<file path="src/icache_pkg.sv">
package icache_pkg;

    // Fetch side widths
    localparam int ADDR_WIDTH = 32;
    localparam int INSN_WIDTH = 32;

    // Line geometry
    localparam int LINE_WORDS     = 4;
    localparam int LINE_WIDTH     = LINE_WORDS * INSN_WIDTH;
    localparam int OFFSET_WIDTH   = 4;
    localparam int WORD_SEL_WIDTH = 2;
    localparam int BYTE_SEL_WIDTH = OFFSET_WIDTH - WORD_SEL_WIDTH;

    // 16 direct-mapped lines
    localparam int INDEX_WIDTH = 4;
    localparam int NUM_LINES   = 1 << INDEX_WIDTH;
    localparam int TAG_WIDTH   = ADDR_WIDTH - INDEX_WIDTH - OFFSET_WIDTH;

    // Address split as seen by the pipeline and the refill path
    typedef struct packed {
        logic [TAG_WIDTH-1:0]      tag;
        logic [INDEX_WIDTH-1:0]    index;
        logic [WORD_SEL_WIDTH-1:0] word;
        logic [BYTE_SEL_WIDTH-1:0] byte_sel;
    } ic_addr_fields_t;

    // One address word read either raw or by field
    typedef union packed {
        logic [ADDR_WIDTH-1:0] raw;
        ic_addr_fields_t       f;
    } ic_addr_t;

endpackage

</file>
<file path="src/icache.sv">
`timescale 1ns/1ps

module icache (
    input  logic                                clk,
    input  logic                                i_rst_n,

    input  logic                                i_fetch_en,
    input  icache_pkg::ic_addr_t                i_fetch_addr,
    input  logic                                i_busy,

    input  logic                                i_rd_valid,
    input  logic [icache_pkg::TAG_WIDTH-1:0]    i_rd_tag,
    input  logic [icache_pkg::LINE_WIDTH-1:0]   i_rd_line,
    output logic                                o_rd_en,
    output logic [icache_pkg::INDEX_WIDTH-1:0]  o_rd_index,

    output logic                                o_fetch_valid,
    output logic                                o_fetch_hit,
    output logic [icache_pkg::INSN_WIDTH-1:0]   o_fetch_insn,
    output logic                                o_miss,
    output icache_pkg::ic_addr_t                o_miss_addr
);

    logic                              it_accept;
    logic                              it_valid_r;
    icache_pkg::ic_addr_t              it_addr_r;
    logic                              ir_hit;
    logic [icache_pkg::INSN_WIDTH-1:0] ir_insn;

    // IT stage drops fetches while a refill owns the arrays
    assign it_accept  = i_fetch_en & ~i_busy;
    assign o_rd_en    = it_accept;
    assign o_rd_index = i_fetch_addr.f.index;

    always_ff @(posedge clk) begin
        if (!i_rst_n) begin
            it_valid_r <= 1'b0;
        end else begin
            it_valid_r <= it_accept;
        end
    end

    always_ff @(posedge clk) begin
        if (it_accept) begin
            it_addr_r <= i_fetch_addr;
        end
    end

    // IR stage compares the tag against the registered array read
    assign ir_hit = i_rd_valid & (i_rd_tag == it_addr_r.f.tag);

    always_comb begin
        ir_insn = '0;
        for (int i = 0; i < icache_pkg::LINE_WORDS; i++) begin
            if (icache_pkg::WORD_SEL_WIDTH'(i) == it_addr_r.f.word) begin
                ir_insn = i_rd_line[i*icache_pkg::INSN_WIDTH +: icache_pkg::INSN_WIDTH];
            end
        end
    end

    always_ff @(posedge clk) begin
        if (!i_rst_n) begin
            o_fetch_valid <= 1'b0;
            o_fetch_hit   <= 1'b0;
            o_miss        <= 1'b0;
        end else begin
            o_fetch_valid <= it_valid_r;
            o_fetch_hit   <= it_valid_r & ir_hit;
            o_miss        <= it_valid_r & ~ir_hit;
        end
    end

    // Selected word and miss address follow the IR stage
    always_ff @(posedge clk) begin
        o_fetch_insn <= ir_insn;
        o_miss_addr  <= it_addr_r;
    end

endmodule

</file>
<file path="src/icache_fill_buffer.sv">
`timescale 1ns/1ps

module icache_fill_buffer (
    input  logic                                clk,
    input  logic                                i_rst_n,

    input  logic                                i_start,
    input  logic                                i_mem_valid,
    input  logic [icache_pkg::INSN_WIDTH-1:0]   i_mem_data,

    output logic                                o_line_done,
    output logic [icache_pkg::LINE_WIDTH-1:0]   o_line_data
);

    logic [icache_pkg::WORD_SEL_WIDTH-1:0] beat_cnt_r;
    logic                                  last_beat;

    assign last_beat = i_mem_valid &&
                       (beat_cnt_r == icache_pkg::WORD_SEL_WIDTH'(icache_pkg::LINE_WORDS - 1));

    // Beat counter restarted by each new line request
    always_ff @(posedge clk) begin
        if (!i_rst_n) begin
            beat_cnt_r <= '0;
        end else if (i_start) begin
            beat_cnt_r <= '0;
        end else if (i_mem_valid) begin
            beat_cnt_r <= beat_cnt_r + 1'b1;
        end
    end

    // Done pulse lands the cycle after the final word
    always_ff @(posedge clk) begin
        if (!i_rst_n) begin
            o_line_done <= 1'b0;
        end else begin
            o_line_done <= last_beat & ~i_start;
        end
    end

    // Word 0 arrives first, so the count is the slot
    always_ff @(posedge clk) begin
        if (i_mem_valid && !i_start) begin
            for (int i = 0; i < icache_pkg::LINE_WORDS; i++) begin
                if (icache_pkg::WORD_SEL_WIDTH'(i) == beat_cnt_r) begin
                    o_line_data[i*icache_pkg::INSN_WIDTH +: icache_pkg::INSN_WIDTH] <=
                        i_mem_data;
                end
            end
        end
    end

endmodule

</file>
<file path="src/icache_ram.sv">
`timescale 1ns/1ps

module icache_ram (
    input  logic                                clk,
    input  logic                                i_rst_n,

    input  logic                                i_rd_en,
    input  logic [icache_pkg::INDEX_WIDTH-1:0]  i_rd_index,

    input  logic                                i_wr_en,
    input  logic [icache_pkg::INDEX_WIDTH-1:0]  i_wr_index,
    input  logic [icache_pkg::TAG_WIDTH-1:0]    i_wr_tag,
    input  logic [icache_pkg::LINE_WIDTH-1:0]   i_wr_line,

    input  logic                                i_clr_valid,

    output logic                                o_rd_valid,
    output logic [icache_pkg::TAG_WIDTH-1:0]    o_rd_tag,
    output logic [icache_pkg::LINE_WIDTH-1:0]   o_rd_line
);

    logic [icache_pkg::TAG_WIDTH-1:0]  tag_mem  [icache_pkg::NUM_LINES];
    logic [icache_pkg::LINE_WIDTH-1:0] line_mem [icache_pkg::NUM_LINES];
    logic [icache_pkg::NUM_LINES-1:0]  valid_r;

    // Valid bits cleared by reset or invalidate and set by a line write
    always_ff @(posedge clk) begin
        if (!i_rst_n) begin
            valid_r <= '0;
        end else if (i_clr_valid) begin
            valid_r <= '0;
        end else if (i_wr_en) begin
            valid_r[i_wr_index] <= 1'b1;
        end
    end

    always_ff @(posedge clk) begin
        if (i_wr_en) begin
            tag_mem[i_wr_index]  <= i_wr_tag;
            line_mem[i_wr_index] <= i_wr_line;
        end
    end

    // Registered read with the result one cycle after i_rd_en
    always_ff @(posedge clk) begin
        if (!i_rst_n) begin
            o_rd_valid <= 1'b0;
        end else if (i_rd_en) begin
            o_rd_valid <= valid_r[i_rd_index];
        end
    end

    always_ff @(posedge clk) begin
        if (i_rd_en) begin
            o_rd_tag  <= tag_mem[i_rd_index];
            o_rd_line <= line_mem[i_rd_index];
        end
    end

endmodule

</file>
<file path="src/icache_refill_fsm.sv">
`timescale 1ns/1ps

module icache_refill_fsm (
    input  logic                                clk,
    input  logic                                i_rst_n,

    input  logic                                i_miss,
    input  icache_pkg::ic_addr_t                i_miss_addr,
    input  logic                                i_line_done,
    input  logic                                i_inval,

    output logic                                o_busy,
    output logic                                o_mem_req,
    output icache_pkg::ic_addr_t                o_mem_addr,
    output logic                                o_fill_en,
    output logic [icache_pkg::INDEX_WIDTH-1:0]  o_fill_index,
    output logic [icache_pkg::TAG_WIDTH-1:0]    o_fill_tag,
    output logic                                o_clr_valid
);

    localparam logic [1:0] IDLE  = 2'd0;
    localparam logic [1:0] WAIT  = 2'd1;
    localparam logic [1:0] WRITE = 2'd2;

    logic [1:0]                          state_r;
    logic                                start_refill;
    logic [icache_pkg::TAG_WIDTH-1:0]    tag_r;
    logic [icache_pkg::INDEX_WIDTH-1:0]  index_r;

    // Misses seen outside IDLE are left to the requester to retry
    assign start_refill = (state_r == IDLE) & i_miss;

    always_ff @(posedge clk) begin
        if (!i_rst_n) begin
            state_r   <= IDLE;
            o_mem_req <= 1'b0;
        end else begin
            o_mem_req <= start_refill;
            case (state_r)
                IDLE:    if (i_miss) state_r <= WAIT;
                WAIT:    if (i_line_done) state_r <= WRITE;
                WRITE:   state_r <= IDLE;
                default: state_r <= IDLE;
            endcase
        end
    end

    always_ff @(posedge clk) begin
        if (start_refill) begin
            tag_r   <= i_miss_addr.f.tag;
            index_r <= i_miss_addr.f.index;
        end
    end

    // Line-aligned request address
    always_comb begin
        o_mem_addr.raw     = '0;
        o_mem_addr.f.tag   = tag_r;
        o_mem_addr.f.index = index_r;
    end

    assign o_busy       = (state_r != IDLE);
    assign o_fill_en    = (state_r == WRITE);
    assign o_fill_index = index_r;
    assign o_fill_tag   = tag_r;

    // Invalidate only takes effect with no refill under way
    assign o_clr_valid  = i_inval & (state_r == IDLE);

endmodule

</file>
<file path="src/icache_top.sv">
`timescale 1ns/1ps

module icache_top (
    input  logic                                clk,
    input  logic                                i_rst_n,

    input  logic                                i_fetch_en,
    input  icache_pkg::ic_addr_t                i_fetch_addr,
    input  logic                                i_inval,
    input  logic                                i_mem_valid,
    input  logic [icache_pkg::INSN_WIDTH-1:0]   i_mem_data,

    output logic                                o_fetch_valid,
    output logic                                o_fetch_hit,
    output logic [icache_pkg::INSN_WIDTH-1:0]   o_fetch_insn,
    output logic                                o_busy,
    output logic                                o_mem_req,
    output icache_pkg::ic_addr_t                o_mem_addr
);

    logic                                rd_en;
    logic [icache_pkg::INDEX_WIDTH-1:0]  rd_index;
    logic                                rd_valid;
    logic [icache_pkg::TAG_WIDTH-1:0]    rd_tag;
    logic [icache_pkg::LINE_WIDTH-1:0]   rd_line;
    logic                                miss;
    icache_pkg::ic_addr_t                miss_addr;
    logic                                line_done;
    logic [icache_pkg::LINE_WIDTH-1:0]   line_data;
    logic                                fill_en;
    logic [icache_pkg::INDEX_WIDTH-1:0]  fill_index;
    logic [icache_pkg::TAG_WIDTH-1:0]    fill_tag;
    logic                                clr_valid;

    icache icache_inst (
        .clk(clk), .i_rst_n(i_rst_n),
        .i_fetch_en(i_fetch_en), .i_fetch_addr(i_fetch_addr), .i_busy(o_busy),
        .i_rd_valid(rd_valid), .i_rd_tag(rd_tag), .i_rd_line(rd_line),
        .o_rd_en(rd_en), .o_rd_index(rd_index),
        .o_fetch_valid(o_fetch_valid), .o_fetch_hit(o_fetch_hit),
        .o_fetch_insn(o_fetch_insn), .o_miss(miss), .o_miss_addr(miss_addr)
    );

    icache_ram icache_ram_inst (
        .clk(clk), .i_rst_n(i_rst_n),
        .i_rd_en(rd_en), .i_rd_index(rd_index),
        .i_wr_en(fill_en), .i_wr_index(fill_index), .i_wr_tag(fill_tag),
        .i_wr_line(line_data), .i_clr_valid(clr_valid),
        .o_rd_valid(rd_valid), .o_rd_tag(rd_tag), .o_rd_line(rd_line)
    );

    icache_fill_buffer icache_fill_buffer_inst (
        .clk(clk), .i_rst_n(i_rst_n),
        .i_start(o_mem_req), .i_mem_valid(i_mem_valid), .i_mem_data(i_mem_data),
        .o_line_done(line_done), .o_line_data(line_data)
    );

    icache_refill_fsm icache_refill_fsm_inst (
        .clk(clk), .i_rst_n(i_rst_n),
        .i_miss(miss), .i_miss_addr(miss_addr), .i_line_done(line_done),
        .i_inval(i_inval),
        .o_busy(o_busy), .o_mem_req(o_mem_req), .o_mem_addr(o_mem_addr),
        .o_fill_en(fill_en), .o_fill_index(fill_index), .o_fill_tag(fill_tag),
        .o_clr_valid(clr_valid)
    );

endmodule

</file>
<file path="config.mk">
export PLATFORM = sky130hd
export DESIGN_NAME = icache_top
export DESIGN_NICKNAME = d
export VERILOG_FILES = /design/src/icache_pkg.sv /design/src/icache.sv /design/src/icache_fill_buffer.sv /design/src/icache_ram.sv /design/src/icache_refill_fsm.sv /design/src/icache_top.sv
export SDC_FILE = /design/constraint.sdc
export NUM_CORES = 2
export LEC_CHECK = 0
export BUFFER_PORTS_ARGS = -buffer_cell sky130_fd_sc_hd__buf_2
export CORE_ASPECT_RATIO = 1.4
export CORE_MARGIN = 2
export CORE_UTILIZATION = 55
export CTS_BUF_LIST = sky130_fd_sc_hd__clkbuf_16
export DETAILED_ROUTE_END_ITERATION = 8
export GPL_TIMING_DRIVEN = 0
export PLACE_DENSITY = 0.71
export SETUP_SLACK_MARGIN = 0.1
export SLEW_MARGIN = 40
export SYNTH_ARGS = -nofsm -noshare
export SYNTH_HDL_FRONTEND = slang
export SYNTH_HIERARCHICAL = 1
export SYNTH_SLANG_ARGS = --single-unit
</file>
<file path="constraint.sdc">
create_clock -name clk -period 20 [get_ports clk]
set_input_delay 5 -clock clk [delete_from_list [all_inputs] [get_ports clk]]
set_output_delay 5 -clock clk [all_outputs]
set_load 0.02 [all_outputs]
</file>
==> qor.txt <==
Worst Setup Path Type - in2reg
Non-filler cells in the finished layout - 7622
Highest clock frequency the design can meet - 120 MHz
TritonCTS clock tree - built
Internal portion of total power - 0.00936 W
Critical-path maximum fanout - 11
Netlist area before placement - 0.105 mm2
Biggest cell delay along the critical path - 660 ps
Final worst hold slack - 344 ps
Routed vias/inst - 6.58
CP most frequent cell - sky130_fd_sc_hd__buf_2
Violation count after the first detailed-routing iteration - 7650
WP data arrival - 8870 ps
Worst reg2reg path startpoint - icache_refill_fsm_inst/o_fill_index[0]
Antenna violations before repair - 17
Switching power share of the total - 0.210
Post-route core utilization - 0.640
Clock transition at the registers of the reported paths - 60 ps
Later-pin clock latency in the skew report - 900 ps
Largest net degree at the start of global routing - 29
Number of buffers added on ports - 130
CTS H-Tree Depth - 4
DR vias - 50100
Power per Cell Area - 96.9 mW/mm2
Crit path depth - 9
Number of post-CTS setup repair buffers - 0
Initial cell density of the core - 0.552
Height of the chip - 522 um
Least-Margin Pin Slew - 908 ps
Sum of overflow across all layers after global routing - 0
Hold path startpoint - icache_inst/it_addr_r[6]
Cts repair resizes - 0
Yosys warnings - 6
Ratio of cells with drive above 1 in the final layout - 0.345
Placed instance count - 7159
Cells traversed along the worst timing path - buf_2 -> buf_4 -> buf_2 -> buf_2 -> buf_4 -> buf_2 -> clkbuf_1 -> a211oi_1 -> a21oi_1
Layout Nets - 4986
Fill cells - 11900
Width of the die - 374 um
Post-Place Setup Slack - 10850 ps
Syn-to-layout area delta - 16.1%
R2r worst-path depth - 13
Number of global-route vias before repair - 49900
Final worst-path cycle share - 0.417
Number of cell rows - 190
Drt pass-1 iters - 7
Sequential Power Share - 0.564
Global placement routability congestion - 0.765
Setup repair after global routing missed its margin - false
Number of sinks handled by clock tree synthesis - 2857
Global routing usage summed across all routing layers - 0.284
Buffers from clock root to sink, at most - 4
Library cell contributing the largest single delay on the critical path - sky130_fd_sc_hd__buf_2
Worst R2R Setup Slack - 16030 ps
Relative slew slack - 0.395
Switching power - 0.00249 W
Worst Hold Depth - 0
Endpoints failing setup - 0
Share of total power in the clock network - 0.393
Overall routed net length - 275000 um
Placed wire-length estimate after detailed placement - 183000 um
Global-route wire length before repair - 385000 um
Kind of path behind the tightest hold check - reg2reg
Area of the die - 0.195 mm2
Final WS setup - 11660 ps
Average wire per cell in the routed design - 36.1 um
Category of cells accounting for the largest share of critical-path delay - buffers and inverters
Destination of the worst register-to-register timing path - icache_ram_inst/line_mem[2][82]
Result of the run - complete, no violations
Static power due to leakage - 39.5 nW
Average cell area after synthesis - 25.1 um2
DRC errors left - 0
Num ports - 137
Sort of element at the end of the critical path - flip-flop
CTS Hold Bufs - 0
Fraction of power consumed by combinational cells - 0.043
Final Hold Vio Count - 0
Routed Antenna Nets - 0
Hold-critical path endpoint - icache_inst/o_miss_addr[6]
Number of buffers added by the clock tree synthesis step - 248
Maximum VDD drop - 0.0000776 V
CP startpoint - i_fetch_addr[5]
Max-Cap Viols - 0
Data required time at the worst endpoint - 20530 ps
Clock tree root driver cell - sky130_fd_sc_hd__clkbuf_16
Final min period - 8340 ps
Sort of element at the start of the critical path - primary input
Skew final - 52.2 ps
Floorplan core area - 0.191 mm2
Count of final max-slew check failures - 0
CP Buf/Inv Count - 7
Cell count after synthesis - 4195
layer usage:
metal	up-vias	share of wire	track usage
met5	-	0.000087	0
met4	4	0.047	0.120
met3	519	0.098	0.0414
met2	3402	0.49	0.468
met1	26800	0.36	0.388
li1	19400	-	-
layout by cell type (no fill, tap or decap), types with 39 or more instances in the layout:
master / instances
sky130_fd_sc_hd__buf_2: 262
sky130_fd_sc_hd__dfxtp_1: 87
sky130_fd_sc_hd__clkinv_1: 53
sky130_fd_sc_hd__edfxtp_1: 2770
sky130_fd_sc_hd__mux2i_1: 66
sky130_fd_sc_hd__clkinv_2: 39
sky130_fd_sc_hd__clkbuf_16: 251
sky130_fd_sc_hd__buf_8: 89
sky130_fd_sc_hd__mux4_2: 733
sky130_fd_sc_hd__a21oi_1: 61
sky130_fd_sc_hd__buf_4: 151
sky130_fd_sc_hd__a211oi_1: 61
sky130_fd_sc_hd__nor2b_1: 63
sky130_fd_sc_hd__clkbuf_2: 49
sky130_fd_sc_hd__inv_1: 63
sky130_fd_sc_hd__buf_16: 99
power by group through the flow:
stage                     logic [W]  registers [W]  clock network, W
final                      0.000506        0.00668           0.00466
after global routing       0.000523        0.00668           0.00491
after CTS                  0.000510        0.00667           0.00471
after detailed placement   0.000504        0.00680                 0
after global placement     0.000486        0.00681                 0
after floorplan            0.000284        0.00678                 0
layout make-up:
| class | count | area [um2] | share of cell area |
|---|---|---|---|
| diodes | 11 | 27.5 | 0.000225 |
| plain buffers | 236 | 1320 | 0.0108 |
| clock buffers | 251 | 6280 | 0.0514 |
| clock inverters | 201 | 1520 | 0.0125 |
| inverters | 5 | 18.8 | 0.000154 |
| multi-input cells | 1100 | 19300 | 0.158 |
| flip-flops and latches | 2857 | 84900 | 0.695 |
| well taps | 2496 | 3120 | 0.0256 |
| repair buffers | 465 | 5760 | 0.0471 |
metrics by stage:
step           instance area [um2]  TNS [ps]  power [W]
4_1_cts                     122000         0     0.0119
3_3_place_gp                109000  -3608870    0.00730
6_report                    122000         0     0.0118
5_1_grt                     122000         0     0.0121
3_5_place_dp                114000         0    0.00731
2_1_floorplan               105000         0    0.00706
worst reg2reg max path, delay by kind of cell, from the launching register on:
kind	cells	cell delay, ps
buf+inv	11	2220
simple gates	2	950
flops	1	480
sequential cells by signal, summed over array words and instances (netlist names), 2 cells and up:
name / flops
icache_ram_inst/tag_mem: 384
icache_refill_fsm_inst/o_fill_index: 4
icache_ram_inst/line_mem: 2048
icache_fill_buffer_inst/beat_cnt_r: 2
icache_inst/o_fetch_insn: 32
icache_refill_fsm_inst/state_r: 2
icache_refill_fsm_inst/o_fill_tag: 24
icache_fill_buffer_inst/o_line_data: 128
icache_inst/it_addr_r: 30
icache_ram_inst/o_rd_tag: 24
icache_inst/o_miss_addr: 28
icache_ram_inst/o_rd_line: 128
icache_ram_inst/valid_r: 16
how the worst max path moves through the flow:
stage,to,slack [ps]
2_1_floorplan,icache_ram_inst/o_rd_valid,5900
5_1_grt,icache_ram_inst/o_rd_line[112],11820
3_3_place_gp,icache_ram_inst/line_mem[0][76],-5870
3_5_place_dp,icache_ram_inst/o_rd_line[112],10850
6_report,icache_ram_inst/o_rd_line[112],11660
4_1_cts,icache_ram_inst/o_rd_line[112],11710
(Power assumes the default switching activity.)
